File: config.mk
export PLATFORM = sky130hd
export DESIGN_NAME = dw_upsizer
export DESIGN_NICKNAME = d
export VERILOG_FILES = /design/src/common/upsize_pkg.sv /design/src/b_resp_merge.sv /design/src/upsizer/aw_len_calc.sv /design/src/upsizer/dw_upsizer.sv /design/src/upsizer/w_lane_packer.sv /design/src/upsizer/wr_upsize_ctrl.sv
export SDC_FILE = /design/constraint.sdc
export NUM_CORES = 1
export LEC_CHECK = 0
export BUFFER_PORTS_ARGS = -buffer_cell sky130_fd_sc_hd__buf_2
export CORE_ASPECT_RATIO = 1.75
export CORE_MARGIN = 3
export CORE_UTILIZATION = 49
export CTS_CLUSTER_SIZE = 20
export DETAILED_ROUTE_END_ITERATION = 6
export MAX_ROUTING_LAYER = met4
export PLACE_DENSITY = 0.85
export SKIP_LAST_GASP = 1
export SLEW_MARGIN = 20
export SYNTH_ARGS = -nofsm -noshare
export SYNTH_HDL_FRONTEND = slang
export SYNTH_SLANG_ARGS = --single-unit
File: constraint.sdc
create_clock -name clk_i -period 3.95 [get_ports clk_i]
set_input_delay 0.5925 -clock clk_i [delete_from_list [all_inputs] [get_ports clk_i]]
set_output_delay 0.5925 -clock clk_i [all_outputs]
set_load 0.01 [all_outputs]
File: src/common/upsize_pkg.sv
// ****************************************
// Upsizer shared definitions
// Port widths, AXI write channel types and FSM encodings
// ****************************************

package upsize_pkg;

  // Narrow slave port and wide master port geometry
  localparam int unsigned SlvBytes   = 4;
  localparam int unsigned MstBytes   = 8;
  localparam int unsigned SlvMaxSize = 2;
  localparam int unsigned MstMaxSize = 3;

  localparam int unsigned AddrWidth = 32;
  localparam int unsigned IdWidth   = 4;

  typedef logic [AddrWidth-1:0] addr_t;
  typedef logic [IdWidth-1:0]   id_t;
  typedef logic [7:0]           len_t;
  typedef logic [2:0]           size_t;
  typedef logic [1:0]           resp_t;

  localparam resp_t RespOkay   = 2'b00;
  localparam resp_t RespSlvErr = 2'b10;

  typedef enum logic [1:0] {
    BurstFixed = 2'b00,
    BurstIncr  = 2'b01,
    BurstWrap  = 2'b10
  } burst_e;

  typedef struct packed {
    id_t    id;
    addr_t  addr;
    len_t   len;
    size_t  size;
    burst_e burst;
    logic   modifiable;
  } aw_chan_t;

  typedef struct packed {
    logic [SlvBytes*8-1:0] data;
    logic [SlvBytes-1:0]   strb;
    logic                  last;
  } slv_w_t;

  typedef struct packed {
    logic [MstBytes*8-1:0] data;
    logic [MstBytes-1:0]   strb;
    logic                  last;
  } mst_w_t;

  typedef struct packed {
    id_t   id;
    resp_t resp;
  } b_chan_t;

  // How a write burst is handled
  typedef enum logic [1:0] {
    ModePass   = 2'b00,
    ModeUpsize = 2'b01,
    ModeError  = 2'b10
  } wr_mode_e;

  typedef enum logic [1:0] {
    StIdle = 2'b00,
    StAddr = 2'b01,
    StData = 2'b10
  } wr_state_e;

endpackage

File: src/b_resp_merge.sv
// ****************************************
// Write response merge
// Forwards master B or answers WRAP bursts with SLVERR
// ****************************************

`timescale 1ns/1ps

module b_resp_merge (
  input  logic                clk_i,
  input  logic                rst_ni,
  input  logic                err_req_i,
  input  upsize_pkg::id_t     err_id_i,
  input  upsize_pkg::b_chan_t mst_b_i,
  input  logic                mst_b_valid_i,
  input  logic                slv_b_ready_i,
  output logic                mst_b_ready_o,
  output upsize_pkg::b_chan_t slv_b_o,
  output logic                slv_b_valid_o
);

  logic            err_pend_q;
  upsize_pkg::id_t err_id_q;

  always_ff @(posedge clk_i or negedge rst_ni) begin
    if (!rst_ni) begin
      err_pend_q <= 1'b0;
    end else if (err_req_i) begin
      err_pend_q <= 1'b1;
    end else if (slv_b_ready_i) begin
      err_pend_q <= 1'b0;
    end
  end

  always_ff @(posedge clk_i) begin
    if (err_req_i) begin
      err_id_q <= err_id_i;
    end
  end

  // Local error wins, master B waits behind it
  assign slv_b_valid_o = err_pend_q || mst_b_valid_i;
  assign slv_b_o       = err_pend_q ? '{id: err_id_q, resp: upsize_pkg::RespSlvErr} : mst_b_i;
  assign mst_b_ready_o = !err_pend_q && slv_b_ready_i;

endmodule

File: src/upsizer/aw_len_calc.sv
// ****************************************
// AW rewrite for the wide port
// Computes the upsized length and the burst mode
// ****************************************

`timescale 1ns/1ps

module aw_len_calc (
  input  upsize_pkg::aw_chan_t aw_i,
  output upsize_pkg::aw_chan_t aw_o,
  output upsize_pkg::wr_mode_e mode_o
);

  upsize_pkg::addr_t size_mask;
  upsize_pkg::addr_t last_addr;
  upsize_pkg::addr_t word_mask;
  upsize_pkg::addr_t span;

  // Address of the final narrow beat of an INCR burst
  assign size_mask = ~((upsize_pkg::addr_t'(1) << aw_i.size) - 1);
  assign last_addr = (aw_i.addr & size_mask) +
                     (upsize_pkg::addr_t'(aw_i.len) << aw_i.size);

  // Distance in wide words between first and last beat
  assign word_mask = ~((upsize_pkg::addr_t'(1) << upsize_pkg::MstMaxSize) - 1);
  assign span      = ((last_addr & word_mask) - (aw_i.addr & word_mask)) >>
                     upsize_pkg::MstMaxSize;

  always_comb begin
    aw_o   = aw_i;
    mode_o = upsize_pkg::ModePass;
    case (aw_i.burst)
      upsize_pkg::BurstIncr: begin
        if (aw_i.modifiable && (aw_i.len != '0)) begin
          aw_o.len  = upsize_pkg::len_t'(span);
          aw_o.size = upsize_pkg::size_t'(upsize_pkg::MstMaxSize);
          mode_o    = upsize_pkg::ModeUpsize;
        end
      end
      upsize_pkg::BurstWrap: begin
        // Single-beat WRAP is harmless and passes
        if (aw_i.len != '0) begin
          mode_o = upsize_pkg::ModeError;
        end
      end
      default: mode_o = upsize_pkg::ModePass;
    endcase
  end

endmodule

File: src/upsizer/dw_upsizer.sv
// ****************************************
// AXI write data-width upsizer
// Joins a 32-bit slave port to a 64-bit master port
// ****************************************

`timescale 1ns/1ps

module dw_upsizer (
  input  logic                 clk_i,
  input  logic                 rst_ni,
  // Slave side
  input  upsize_pkg::aw_chan_t slv_aw_i,
  input  logic                 slv_aw_valid_i,
  output logic                 slv_aw_ready_o,
  input  upsize_pkg::slv_w_t   slv_w_i,
  input  logic                 slv_w_valid_i,
  output logic                 slv_w_ready_o,
  output upsize_pkg::b_chan_t  slv_b_o,
  output logic                 slv_b_valid_o,
  input  logic                 slv_b_ready_i,
  // Master side
  output upsize_pkg::aw_chan_t mst_aw_o,
  output logic                 mst_aw_valid_o,
  input  logic                 mst_aw_ready_i,
  output upsize_pkg::mst_w_t   mst_w_o,
  output logic                 mst_w_valid_o,
  input  logic                 mst_w_ready_i,
  input  upsize_pkg::b_chan_t  mst_b_i,
  input  logic                 mst_b_valid_i,
  output logic                 mst_b_ready_o
);

  upsize_pkg::aw_chan_t calc_aw;
  upsize_pkg::wr_mode_e calc_mode;
  upsize_pkg::addr_t    beat_addr;
  upsize_pkg::size_t    beat_size;
  upsize_pkg::id_t      err_id;
  logic                 take;
  logic                 flush;
  logic                 last;
  logic                 buf_full;
  logic                 err_req;

  aw_len_calc calc_i (
    .aw_i   (slv_aw_i),
    .aw_o   (calc_aw),
    .mode_o (calc_mode)
  );

  wr_upsize_ctrl ctrl_i (
    .clk_i          (clk_i),
    .rst_ni         (rst_ni),
    .slv_aw_valid_i (slv_aw_valid_i),
    .calc_aw_i      (calc_aw),
    .calc_mode_i    (calc_mode),
    .orig_len_i     (slv_aw_i.len),
    .orig_size_i    (slv_aw_i.size),
    .mst_aw_ready_i (mst_aw_ready_i),
    .slv_w_valid_i  (slv_w_valid_i),
    .slv_w_last_i   (slv_w_i.last),
    .buf_full_i     (buf_full),
    .mst_w_ready_i  (mst_w_ready_i),
    .slv_aw_ready_o (slv_aw_ready_o),
    .mst_aw_o       (mst_aw_o),
    .mst_aw_valid_o (mst_aw_valid_o),
    .slv_w_ready_o  (slv_w_ready_o),
    .beat_addr_o    (beat_addr),
    .beat_size_o    (beat_size),
    .take_o         (take),
    .flush_o        (flush),
    .last_o         (last),
    .err_req_o      (err_req),
    .err_id_o       (err_id)
  );

  w_lane_packer packer_i (
    .clk_i         (clk_i),
    .rst_ni        (rst_ni),
    .slv_w_i       (slv_w_i),
    .beat_addr_i   (beat_addr),
    .beat_size_i   (beat_size),
    .take_i        (take),
    .flush_i       (flush),
    .last_i        (last),
    .mst_w_ready_i (mst_w_ready_i),
    .mst_w_o       (mst_w_o),
    .mst_w_valid_o (mst_w_valid_o)
  );

  // The packer word valid doubles as its full flag
  assign buf_full = mst_w_valid_o;

  b_resp_merge bresp_i (
    .clk_i         (clk_i),
    .rst_ni        (rst_ni),
    .err_req_i     (err_req),
    .err_id_i      (err_id),
    .mst_b_i       (mst_b_i),
    .mst_b_valid_i (mst_b_valid_i),
    .slv_b_ready_i (slv_b_ready_i),
    .mst_b_ready_o (mst_b_ready_o),
    .slv_b_o       (slv_b_o),
    .slv_b_valid_o (slv_b_valid_o)
  );

endmodule

File: src/upsizer/w_lane_packer.sv
// ****************************************
// W lane packer
// Steers narrow beats into the wide word register
// ****************************************

`timescale 1ns/1ps

module w_lane_packer (
  input  logic               clk_i,
  input  logic               rst_ni,
  input  upsize_pkg::slv_w_t slv_w_i,
  input  upsize_pkg::addr_t  beat_addr_i,
  input  upsize_pkg::size_t  beat_size_i,
  input  logic               take_i,
  input  logic               flush_i,
  input  logic               last_i,
  input  logic               mst_w_ready_i,
  output upsize_pkg::mst_w_t mst_w_o,
  output logic               mst_w_valid_o
);

  upsize_pkg::mst_w_t                   word_q, word_d;
  logic                                 valid_q, valid_d;
  logic [upsize_pkg::MstMaxSize-1:0]    off_m;
  logic [upsize_pkg::SlvMaxSize-1:0]    off_s;
  int                                   lane_shift;

  assign off_m      = beat_addr_i[upsize_pkg::MstMaxSize-1:0];
  assign off_s      = beat_addr_i[upsize_pkg::SlvMaxSize-1:0];
  assign lane_shift = int'(off_m) - int'(off_s);

  always_comb begin
    word_d  = word_q;
    valid_d = valid_q;

    // Accepted word is cleared so a new one starts with no strobes
    if (valid_q && mst_w_ready_i) begin
      word_d  = '0;
      valid_d = 1'b0;
    end

    if (take_i) begin
      for (int n = 0; n < upsize_pkg::SlvBytes; n++) begin
        // Only bytes inside the beat size, starting at the narrow offset
        if ((n >= int'(off_s)) && ((n - int'(off_s)) < (1 << beat_size_i))) begin
          word_d.data[8*(n+lane_shift) +: 8] = slv_w_i.data[8*n +: 8];
          word_d.strb[n+lane_shift]          = slv_w_i.strb[n];
        end
      end
      word_d.last = last_i;
      if (flush_i) begin
        valid_d = 1'b1;
      end
    end
  end

  always_ff @(posedge clk_i or negedge rst_ni) begin
    if (!rst_ni) begin
      word_q  <= '0;
      valid_q <= 1'b0;
    end else begin
      word_q  <= word_d;
      valid_q <= valid_d;
    end
  end

  assign mst_w_o       = word_q;
  assign mst_w_valid_o = valid_q;

endmodule

File: src/upsizer/wr_upsize_ctrl.sv
// ****************************************
// Upsizer write controller
// Holds the burst, walks the narrow beat address and drives AW
// ****************************************

`timescale 1ns/1ps

module wr_upsize_ctrl (
  input  logic                 clk_i,
  input  logic                 rst_ni,
  input  logic                 slv_aw_valid_i,
  input  upsize_pkg::aw_chan_t calc_aw_i,
  input  upsize_pkg::wr_mode_e calc_mode_i,
  input  upsize_pkg::len_t     orig_len_i,
  input  upsize_pkg::size_t    orig_size_i,
  input  logic                 mst_aw_ready_i,
  input  logic                 slv_w_valid_i,
  input  logic                 slv_w_last_i,
  input  logic                 buf_full_i,
  input  logic                 mst_w_ready_i,
  output logic                 slv_aw_ready_o,
  output upsize_pkg::aw_chan_t mst_aw_o,
  output logic                 mst_aw_valid_o,
  output logic                 slv_w_ready_o,
  output upsize_pkg::addr_t    beat_addr_o,
  output upsize_pkg::size_t    beat_size_o,
  output logic                 take_o,
  output logic                 flush_o,
  output logic                 last_o,
  output logic                 err_req_o,
  output upsize_pkg::id_t      err_id_o
);

  upsize_pkg::wr_state_e state_q, state_d;
  upsize_pkg::wr_mode_e  mode_q;
  upsize_pkg::len_t      beats_q;
  logic                  done_q;
  upsize_pkg::aw_chan_t  aw_q;
  upsize_pkg::addr_t     addr_q;
  upsize_pkg::size_t     size_q;
  upsize_pkg::addr_t     next_addr;
  upsize_pkg::addr_t     size_mask;
  logic                  aw_hs;
  logic                  w_hs;
  logic                  is_err;

  assign is_err = (mode_q == upsize_pkg::ModeError);

  assign slv_aw_ready_o = (state_q == upsize_pkg::StIdle);
  assign mst_aw_valid_o = (state_q == upsize_pkg::StAddr);
  assign mst_aw_o       = aw_q;

  // Error bursts are drained without waiting on the packer
  assign slv_w_ready_o = (state_q == upsize_pkg::StData) && !done_q &&
                         (is_err || !buf_full_i || mst_w_ready_i);

  assign aw_hs = slv_aw_valid_i && slv_aw_ready_o;
  assign w_hs  = slv_w_valid_i && slv_w_ready_o;

  assign take_o      = w_hs && !is_err;
  assign err_req_o   = w_hs && is_err && slv_w_last_i;
  assign err_id_o    = aw_q.id;
  assign beat_addr_o = addr_q;
  assign beat_size_o = size_q;
  assign last_o      = (beats_q == '0);

  // Next size-aligned address, FIXED bursts stay put
  assign size_mask = ~((upsize_pkg::addr_t'(1) << size_q) - 1);
  assign next_addr = (aw_q.burst == upsize_pkg::BurstIncr) ?
                     (addr_q & size_mask) + (upsize_pkg::addr_t'(1) << size_q) : addr_q;

  // Send the word on the last beat or when the next beat leaves this wide word
  assign flush_o = (mode_q != upsize_pkg::ModeUpsize) || last_o ||
                   (next_addr[upsize_pkg::AddrWidth-1:upsize_pkg::MstMaxSize] !=
                    addr_q[upsize_pkg::AddrWidth-1:upsize_pkg::MstMaxSize]);

  always_comb begin
    state_d = state_q;
    case (state_q)
      upsize_pkg::StIdle: begin
        if (aw_hs) begin
          state_d = (calc_mode_i == upsize_pkg::ModeError) ? upsize_pkg::StData :
                                                             upsize_pkg::StAddr;
        end
      end
      upsize_pkg::StAddr: begin
        if (mst_aw_ready_i) begin
          state_d = upsize_pkg::StData;
        end
      end
      upsize_pkg::StData: begin
        if (is_err) begin
          if (w_hs && slv_w_last_i) begin
            state_d = upsize_pkg::StIdle;
          end
        end else if (done_q && buf_full_i && mst_w_ready_i) begin
          // Final wide beat leaves the packer
          state_d = upsize_pkg::StIdle;
        end
      end
      default: state_d = upsize_pkg::StIdle;
    endcase
  end

  always_ff @(posedge clk_i or negedge rst_ni) begin
    if (!rst_ni) begin
      state_q <= upsize_pkg::StIdle;
      mode_q  <= upsize_pkg::ModePass;
      beats_q <= '0;
      done_q  <= 1'b0;
    end else begin
      state_q <= state_d;
      if (aw_hs) begin
        mode_q  <= calc_mode_i;
        beats_q <= orig_len_i;
        done_q  <= 1'b0;
      end else if (take_o) begin
        beats_q <= beats_q - 1'b1;
        done_q  <= last_o;
      end
    end
  end

  // Burst payload
  always_ff @(posedge clk_i) begin
    if (aw_hs) begin
      aw_q   <= calc_aw_i;
      addr_q <= calc_aw_i.addr;
      size_q <= orig_size_i;
    end else if (take_o) begin
      addr_q <= next_addr;
    end
  end

endmodule
==> reports/results.tsv, run 1 <==
stage	metric	value	unit
run_status	outcome	finished with violations	
run_status	failing checks	setup timing	
cts	Longest Clk Path Bufs	2	
cts	clock slew at reported path FFs	60	ps
setup_path	Critical Path, Cell by Cell	or3_4 > ha_4 > and2_4 > inv_2 > fa_2 > a2111oi_4 > o221ai_2 > buf_4 > o21ai_2 > buf_4 > and4_1 > nor2_1 > a211o_1 > a2111oi_4 > a21oi_2	
min_path	hold crit path type	in2async	
final_layout	nets@finish	1460	
global_route	first-pass GRT wire length	43300	um
timing	Max transition margin	27.3	%
timing	Peak Freq	0.252	GHz
route	vias per cell	5.61	
final_layout	most frequent cells in the layout	234 x buf_2, 226 x nand2_1, 98 x o21ai_0	
cts	Worst-Skew Late Latency	440	ps
synth	number of synthesized flops with an enable pin	89	
floorplanning	core area	0.0199	sq mm
setup_path	buffers plus inverters on the worst setup path	3	
final_layout	Reg area	0.00487	sq mm
route	Vias	8853	
cts	CTS Sinks	177	
cts	htree depth	4	
timing	Hold WS	260	ps
final_layout	multi-input logic area	0.00480	sq mm
setup_path	CP endpoint kind	register	
setup_path	CP Data Arrival Time	4270	ps
global_route	initial antenna violation count	1	
synth	Synth Flop Type	edfxtp_1	
synth	syn avg cell area	9.47	sq um
route	WL/cell	17.0	um
timing	Hold Violations, Final	0	
cts	CTS root buf	clkbuf_16	
placed_design	hpwl dp	20200	um
timing	final setup vio count	1	
synth	ys async rst share	49.7	%
floorplanning	Die Ht	195	um
synth	Yosys warning total	0	
setup_path	Top delay family on crit path	compound AO/OA/AOI/OAI gates	
cts	CTS tree	built	
setup_path	critical path class	reg2reg	
final_layout	filler instances	1648	
setup_path	critical path's slowest cell	edfxtp_1	
pwr	worst IR drop on VDD	438	uV
placed_design	GPL Wtd Cong	0.969	
setup_path	worst-path maximum fanout	12	
floorplanning	Die X	114	um
global_route	grt ovf	0	
final_layout	most common cell after layout, fill and taps aside	buf_2	
timing	Final Worst Setup Slack	-14.7	ps
placed_design	Buffers on Ports	235	
synth	Syn Std Cell Area	0.0100	sq mm
setup_path	crit start category	register	
timing	Worst Skew	10.1	ps
synth	synthesized flop and latch total	177	
final_layout	layout cells sized above 1	27.9	%
final_layout	final core utilization	62.6	%
synth	Distinct cells, synth	73	
floorplanning	row cnt	68	
route	initial DRC count	703	
setup_path	CP peak stage delay	440	ps
timing	Final Critical Period	3960	ps
setup_path	WP data required	4250	ps
synth	Synth area leader	edfxtp_1	
synth	syn nets	1202	
floorplanning	# IOs	236	
global_route	Total Routing Usage GR	24.8	%
timing	Max Slew Vio Count	0	
synth	ranking of synthesized cells by area	edfxtp_1 27%, dfrtp_1 22%, nand2_1 8.5%, o21ai_0 4.9%, ha_1 4.9%	
global_route	vias in the first global route	8970	
run	max-cap violations	0	
route	Post-DRT Antenna Nets	0	
timing	Fin Setup TNS	-14.7	ps
timing	RSZ-0062 raised after global routing	yes	
timing	Final period util	100	%
route	final wirelength	26900	um
floorplanning	Starting Density	50.4	%
synth	cell count after synthesis	1060	
pwr	Total Power	7.79	mW
placed_design	pre-CTS setup slack	-86.5	ps
synth	Seq/Total Area, Yosys	48.6	%
pwr	Pwr per Cell Area	626	mW/mm^2
cts	CTS buffer count	17	
final_layout	Area Growth Syn to Fin	24.1	%
floorplanning	die area	0.0223	sq mm
timing	worst slew pin tran	1080	ps
route	iteration count of the initial detailed-routing pass	5	
pwr	Lkg Pwr	5.87	nW
route	drc violations	0	
synth	top cell type's share of synthesized area	26.6	%
global_route	pin count of the biggest net entering global routing	76	
area by class of cell:
cell class | count | area share [%]
Sequential cell | 177 | 39.1
Antenna cell | 1 | 0.0201
Inverter | 54 | 1.65
Clock buffer | 24 | 4.38
Clock inverter | 8 | 0.502
Timing Repair Buffer | 299 | 13.3
Tap cell | 245 | 2.46
Multi-Input combinational cell | 769 | 38.5
metrics by stage:
stage | instances | area (sq um)
detailed placement | 1537 | 11700
CTS | 1569 | 12300
global route | 1577 | 12500
global placement | 1537 | 11700
floorplan | 1060 | 10000
finish | 1577 | 12500
routing by layer:
metal  vias up  part of all wire (%)  global-route usage [%]
met5         -                     0                       -
met4         0                   3.1                    10.5
met3        71                   4.9                    3.94
met2       325                    54                    44.1
met1      4197                    38                    27.0
li1       4260                     -                       -
where the power goes:
part / switching, mW / total (mW) / internal (mW)
clock network: 0.736 / 1.71 / 0.976
registers: 0.478 / 3.18 / 2.70
logic: 1.72 / 2.90 / 1.17
synthesized netlist by cell type, types with 3 or more instances:
cell / count
a211oi_1: 7
mux2_2: 7
nand2b_1: 12
or4_1: 3
xnor2_1: 32
a31oi_1: 9
edfxtp_1: 89
nor3b_1: 3
dfrtp_1: 88
xor2_1: 17
ha_1: 39
o21a_1: 4
and2_1: 6
nand3b_1: 5
buf_1: 3
and3b_1: 3
o21bai_1: 5
o22ai_1: 6
nor3_1: 12
nand3_1: 47
nor2b_1: 15
o211ai_1: 5
a21o_1: 10
nor4_1: 6
nor2_1: 36
nand2_1: 228
and4_1: 5
or2_2: 5
o21ai_0: 98
o31ai_1: 4
mux2i_1: 29
a21oi_1: 38
nand4_1: 6
inv_1: 53
and3_1: 12
clkbuf_1: 54
o2111ai_1: 3
o32ai_1: 3
or3_1: 4
cell families (layout without fill, tap and decap cells):
family	after synthesis	after routing	share of synthesized area (%)
compound gates	224	224	14.3
xor+xnor	49	49	4.28
fa+ha+maj	41	41	5.26
buf+inv	114	385	4.35
flops	177	177	48.6
mux	36	36	3.68
other cells	0	1	0
simple gates	419	419	19.6
sequential cells by signal (all words and copies together), names as in the netlist:
register and cells:
ctrl_i.state_q 2, ctrl_i.beats_q 8, ctrl_i.beat_addr_o 32, ctrl_i.done_q 1, ctrl_i.mst_aw_o 46, bresp_i.err_pend_q 1, ctrl_i.mode_q 2, bresp_i.err_id_q 4
packer_i.mst_w_valid_o 1, ctrl_i.beat_size_o 3, ctrl_i.err_id_o 4, packer_i.mst_w_o 73
final timing paths:
check	startpoint	to	slack, ps	depth (start not counted)
setup reg to reg	ctrl_i.beat_size_o[2]$_DFFE_PP_	packer_i.mst_w_valid_o$_DFF_PN0_	-10	15
hold reg to reg	ctrl_i.err_id_o[0]$_DFFE_PP_	bresp_i.err_id_q[0]$_DFFE_PP_	460	0
hold / removal	rst_ni	packer_i.mst_w_o[43]$_DFF_PN0_	260	1
min in group clk_i	slv_aw_i[46]	ctrl_i.err_id_o[0]$_DFFE_PP_	330	1
setup / recovery	ctrl_i.beat_size_o[2]$_DFFE_PP_	packer_i.mst_w_valid_o$_DFF_PN0_	-10	15
max in group asynchronous	rst_ni	ctrl_i.beats_q[1]$_DFFE_PN0P_	2860	2
repair_timing:
item / in CTS / in global routing
hold endpoints to repair: 0 / 0
buffers inserted: 0 / 7
endpoints found under the setup margin: 0 / 1
hold buffers: 0 / 0
resized for setup: 0 / 10
Power figures use the tool's default switching activity.
==> inputs of run 2 (changes only) <==
CTS_CLUSTER_DIAMETER = 30   (was default)
TNS_END_PERCENT = 1   (was default)
==> run 2 against run 1 <==
Compared with the run above: the flow now finishes without violations; maximum frequency grew 4.2%; register-to-register slack gained 160 ps; critical path type unchanged; die area is the same; via count shrank 1.4%; combinational power is essentially flat; largest cell class unchanged; critical path depth shrank 1.
==> reports/results.tsv, run 2 (synthesis results as in run 1) <==
stage	metric	value	unit
pwr	Pwr per Cell Area	628	mW/mm^2
setup_path	buffers plus inverters on the worst setup path	2	
global_route	initial antenna violation count	0	
final_layout	antenna cell count	0	
cts	Post-CTS Hold Buffers	0	
global_route	pin count of the biggest net entering global routing	116	
cts	CTS buffer count	17	
setup_path	CP peak stage delay	470	ps
route	final wirelength	26200	um
cts	Longest Clk Path Bufs	2	
setup_path	worst-case reg-to-reg path depth	14	
final_layout	number of flip-flops under the largest register name	73	
setup_path	Top delay family on crit path	compound AO/OA/AOI/OAI gates	
setup_path	R2R Setup Slk	150	ps
placed_design	hpwl dp	19700	um
floorplanning	Starting Density	50.4	%
route	Post-DRT Antenna Nets	0	
pwr	Total Power	7.76	mW
setup_path	Critical Path, Cell by Cell	or3_4 > ha_1 > and2_4 > inv_1 > fa_2 > a2111oi_4 > o221ai_4 > o21ai_2 > buf_6 > and4_4 > nor2_1 > a211o_1 > a2111oi_2 > a21oi_1	
final_layout	most frequent cells in the layout	234 x buf_2, 226 x nand2_1, 98 x o21ai_0	
timing	Worst Skew	13.0	ps
cts	htree depth	4	
pwr	worst IR drop on VDD	423	uV
setup_path	crit start category	register	
placed_design	Buffers on Ports	235	
floorplanning	row cnt	68	
timing	RSZ-0062 raised after global routing	no	
route	Vias	8725	
global_route	vias in the first global route	8577	
final_layout	Area Growth Syn to Fin	23.1	%
final_layout	final core utilization	62.1	%
placed_design	GPL Wtd Cong	0.929	
global_route	Total Routing Usage GR	24.1	%
route	WL/cell	16.7	um
setup_path	CP endpoint kind	register	
final_layout	layout cells sized above 1	27.2	%
route	drc violations	0	
setup_path	capturing point of the worst reg2reg path	packer_i.mst_w_valid_o$_DFF_PN0_	
final_layout	most common cell after layout, fill and taps aside	buf_2	
final_layout	nets@finish	1450	
setup_path	WP data required	4260	ps
setup_path	CP Data Arrival Time	4110	ps
cts	CTS Sinks	177	
floorplanning	# IOs	236	
route	initial DRC count	754	
timing	Peak Freq	0.263	GHz
route	vias per cell	5.57	
timing	Final period util	96.3	%
cts	CTS tree	built	
timing	Max Slew Vio Count	0	
route	iteration count of the initial detailed-routing pass	5	
cts	CTS root buf	clkbuf_16	
setup_path	critical path's slowest cell	edfxtp_1	
floorplanning	die area	0.0223	sq mm
run_status	outcome	complete, no violations	
global_route	first-pass GRT wire length	42200	um
timing	Max transition margin	32.5	%
cts	Worst-Skew Late Latency	430	ps
timing	Hold Violations, Final	0	
setup_path	worst r2r src	ctrl_i.beat_size_o[2]$_DFFE_PP_	
timing	final setup vio count	0	
timing	Final Critical Period	3800	ps
min_path	hold crit path type	in2async	
floorplanning	Die X	114	um
setup_path	critical path class	reg2reg	
setup_path	worst-path maximum fanout	6	
pwr	Lkg Pwr	5.81	nW
run	max-cap violations	0	
timing	worst slew pin tran	1010	ps
floorplanning	Die Ht	195	um
cts	clock slew at reported path FFs	70	ps
floorplanning	core area	0.0199	sq mm
global_route	grt ovf	0	
run 2: cell type report:
class | instances | area [sq um]
clock buffer | 19 | 433
clock inverter | 13 | 150
fill | 1705 | 7550
inverter | 54 | 204
multi-input combinational | 769 | 4790
sequential | 177 | 4870
tap | 245 | 307
timing repair buffer | 289 | 1600
run 2: how the worst max path moves through the flow:
stage	start	endpoint	slack, ps	depth (start not counted)
global route	ctrl_i.beat_size_o[2]$_DFFE_PP_	packer_i.mst_w_valid_o$_DFF_PN0_	30	14
global placement	slv_aw_i[3]	ctrl_i.mst_aw_o[13]$_DFFE_PP_	-30	18
detailed placement	slv_aw_i[3]	ctrl_i.mst_aw_o[13]$_DFFE_PP_	-170	18
floorplan	slv_aw_i[4]	ctrl_i.mst_aw_o[13]$_DFFE_PP_	-30	18
CTS	ctrl_i.beat_size_o[2]$_DFFE_PP_	packer_i.mst_w_valid_o$_DFF_PN0_	130	14
finish	ctrl_i.beat_size_o[2]$_DFFE_PP_	packer_i.mst_w_valid_o$_DFF_PN0_	150	14
run 2: worst reg2reg max path, delay by kind of cell, from the launching register on:
kind	cells	cell delay, ps
compound gates	6	1620
simple gates	4	770
fa+ha+maj	2	650
flops	1	470
buf+inv	2	190
run 2: routing by layer:
layer,vias to the layer above,GRT usage [%],wire length [um]
met2,307,42.1,13700
met5,-,-,0
met4,0,10.3,1010
met3,72,4.62,1390
met1,4116,26.5,10000
li1,4230,-,-
run 2: repair_timing:
item,4_1_cts,5_1_grt
setup endpoints to repair,0,2
resized for setup,0,12
setup buffers,0,5
run 2: power breakdown:
group,leakage (nW),internal [mW],switching (mW)
logic,3.52,1.17,1.73
clock network,0.275,0.942,0.738
registers,2.02,2.70,0.475
total,5.81,4.82,2.94
run 2: per-stage QoR:
step	hold WS [ps]	worst slack, ps	setup TNS, ps	area [sq um]	std cells
finish	236	147	0	12400	1566
floorplan	297	-32.1	-32.1	10000	1060
global placement	429	-30.7	-30.7	11700	1529
global route	267	27.8	0	12400	1566
CTS	242	130	0	12300	1561
detailed placement	429	-165	-261	11700	1529
==> inputs of run 3 (changes only) <==
CELL_PAD_IN_SITES_DETAIL_PLACEMENT = 2   (was default)
CELL_PAD_IN_SITES_GLOBAL_PLACEMENT = 2   (was default)
CORE_UTILIZATION = 30   (was 49)
==> run 3 against run 2 <==
Compared with the run above: flip-flop and latch count unchanged; clock power increased by 8%; worst hold slack got worse by 82 ps; global-route usage down 3.1 points; non-clock buffer count increased by 27; critical endpoint unchanged; largest power group is now combinational cells.
==> reports/results.tsv, run 3 (synthesis results as in run 1) <==
stage	metric	value	unit
run_status	outcome	complete, no violations	
global_route	vias in the first global route	10403	
cts	htree depth	4	
placed_design	hpwl dp	27700	um
final_layout	most common cell after layout, fill and taps aside	buf_2	
setup_path	CP Data Arrival Time	4300	ps
timing	Final period util	99.5	%
placed_design	Buffers on Ports	235	
setup_path	worst-path maximum fanout	4	
route	vias per cell	5.25	
timing	Final Critical Period	3930	ps
final_layout	most frequent cells in the layout	234 x buf_2, 226 x nand2_1, 97 x o21ai_0	
route	WL/cell	20.7	um
route	drc violations	0	
final_layout	final core utilization	38.7	%
pwr	Total Power	8.21	mW
setup_path	crit start category	register	
cts	Longest Clk Path Bufs	2	
global_route	initial antenna violation count	3	
floorplanning	core area	0.0330	sq mm
timing	Peak Freq	0.254	GHz
cts	CTS Sinks	177	
pwr	worst IR drop on VDD	335	uV
setup_path	CP dominant cell by count	buf_4	
cts	CTS buffer count	17	
timing	Worst Skew	8.99	ps
global_route	grt ovf	0	
run	max-cap violations	0	
route	Vias	9226	
cts	clock slew at reported path FFs	70	ps
min_path	hold crit path type	in2async	
timing	Max transition margin	50.3	%
floorplanning	row cnt	88	
route	final wirelength	36400	um
setup_path	critical path's slowest cell	or3_4	
timing	Fin Setup TNS	0	ps
setup_path	Critical Path, Cell by Cell	or3_4 > ha_1 > and2_1 > inv_1 > fa_2 > a2111oi_4 > o221ai_2 > buf_4 > o32a_1 > buf_4 > buf_4 > a211oi_2 > a211o_1 > a2111oi_4 > buf_4 > a21oi_1	
final_layout	Area Growth Syn to Fin	27.5	%
route	WL met3	1410	um
timing	RSZ-0062 raised after global routing	yes	
floorplanning	die area	0.0358	sq mm
final_layout	nets@finish	1477	
route	Post-DRT Antenna Nets	0	
pwr	Pwr per Cell Area	642	mW/mm^2
pwr	Lkg Pwr	5.96	nW
route	iteration count of the initial detailed-routing pass	4	
setup_path	critical path class	reg2reg	
route	initial DRC count	376	
cts	Post-CTS Hold Buffers	0	
floorplanning	Die X	144	um
floorplanning	# IOs	236	
timing	Hold Violations, Final	0	
setup_path	CP endpoint kind	register	
route	M1 WL	13500	um
final_layout	filler instances	3694	
setup_path	WP data required	4320	ps
final_layout	layout cells sized above 1	28.7	%
global_route	pin count of the biggest net entering global routing	70	
setup_path	Top delay family on crit path	compound AO/OA/AOI/OAI gates	
final_layout	number of flip-flops under the largest register name	73	
cts	Worst-Skew Late Latency	450	ps
timing	Max Slew Vio Count	0	
timing	final setup vio count	0	
setup_path	buffers plus inverters on the worst setup path	5	
timing	worst slew pin tran	743	ps
cts	CTS tree	built	
setup_path	CP peak stage delay	410	ps
placed_design	GPL Wtd Cong	0.903	
route	top sig layer	met4	
floorplanning	Die Ht	248	um
global_route	Total Routing Usage GR	21.0	%
route	DR WL met2	20400	um
floorplanning	Starting Density	30.4	%
global_route	first-pass GRT wire length	56800	um
cts	CTS root buf	clkbuf_16	
[run 3: per-stage QoR]
stage | setup slack, ps | cell area, sq um | instances | hold slack [ps]
finish | 17.8 | 12800 | 1756 | 154
global route | -138 | 12800 | 1756 | 183
CTS | -120 | 12800 | 1752 | 154
detailed placement | -375 | 12100 | 1717 | 451
global placement | -69.4 | 12100 | 1717 | 435
floorplan | -32.1 | 10000 | 1060 | 297
[run 3: final cells by class]
| cell class | instances | area, sq um | area share (%) |
|---|---|---|---|
| Inverter | 54 | 205 | 1.60 |
| Multi-Input combinational cell | 769 | 4790 | 37.4 |
| Clock buffer | 20 | 450 | 3.52 |
| Sequential cell | 177 | 4870 | 38.1 |
| Clock inverter | 12 | 161 | 1.26 |
| Antenna cell | 3 | 7.51 | 0.0587 |
| Timing Repair Buffer | 316 | 1800 | 14.1 |
| Tap cell | 405 | 507 | 3.96 |
[run 3: worst paths after layout]
check	endpoint	cells after the start	slack [ps]	startpoint
worst min register to register	bresp_i.err_id_q[3]$_DFFE_PP_	0	470	ctrl_i.err_id_o[3]$_DFFE_PP_
worst max-delay path	packer_i.mst_w_valid_o$_DFF_PN0_	16	20	ctrl_i.beat_size_o[1]$_DFFE_PP_
worst min-delay path	packer_i.mst_w_o[36]$_DFF_PN0_	1	150	rst_ni
min in group clk_i	ctrl_i.err_id_o[2]$_DFFE_PP_	1	320	slv_aw_i[48]
worst max register to register	packer_i.mst_w_valid_o$_DFF_PN0_	16	20	ctrl_i.beat_size_o[1]$_DFFE_PP_
max in group asynchronous	packer_i.mst_w_o[63]$_DFF_PN0_	2	2950	rst_ni
[run 3: per-layer routing]
layer | GRT usage (%) | up-vias
li1 | - | 4274
met3 | 3.61 | 72
met5 | - | -
met4 | 8.32 | 0
met1 | 21.2 | 4635
met2 | 39.5 | 245
[run 3: worst register-to-register path, delay by kind of cell (launching register included)]
family / cells / cell delay [ps]
AO/OA/AOI/OAI: 7 / 1530
adder cells (fa/ha/maj): 2 / 670
buffers and inverters: 5 / 690
AND/OR/NAND/NOR: 2 / 570
flip-flops: 1 / 400
[run 3: repair_timing]
item,CTS,global route
buffers inserted,3,1
gates resized for setup,5,5
setup endpoints to repair,3,15
pin swaps,5,5
cloned,0,0
[run 3: power breakdown]
| group | internal, mW | switching [mW] | leakage (nW) |
|---|---|---|---|
| sequential | 2.70 | 0.495 | 2.02 |
| clock | 0.985 | 0.823 | 0.299 |
| combinational | 1.24 | 1.97 | 3.64 |
| total | 4.93 | 3.28 | 5.96 |
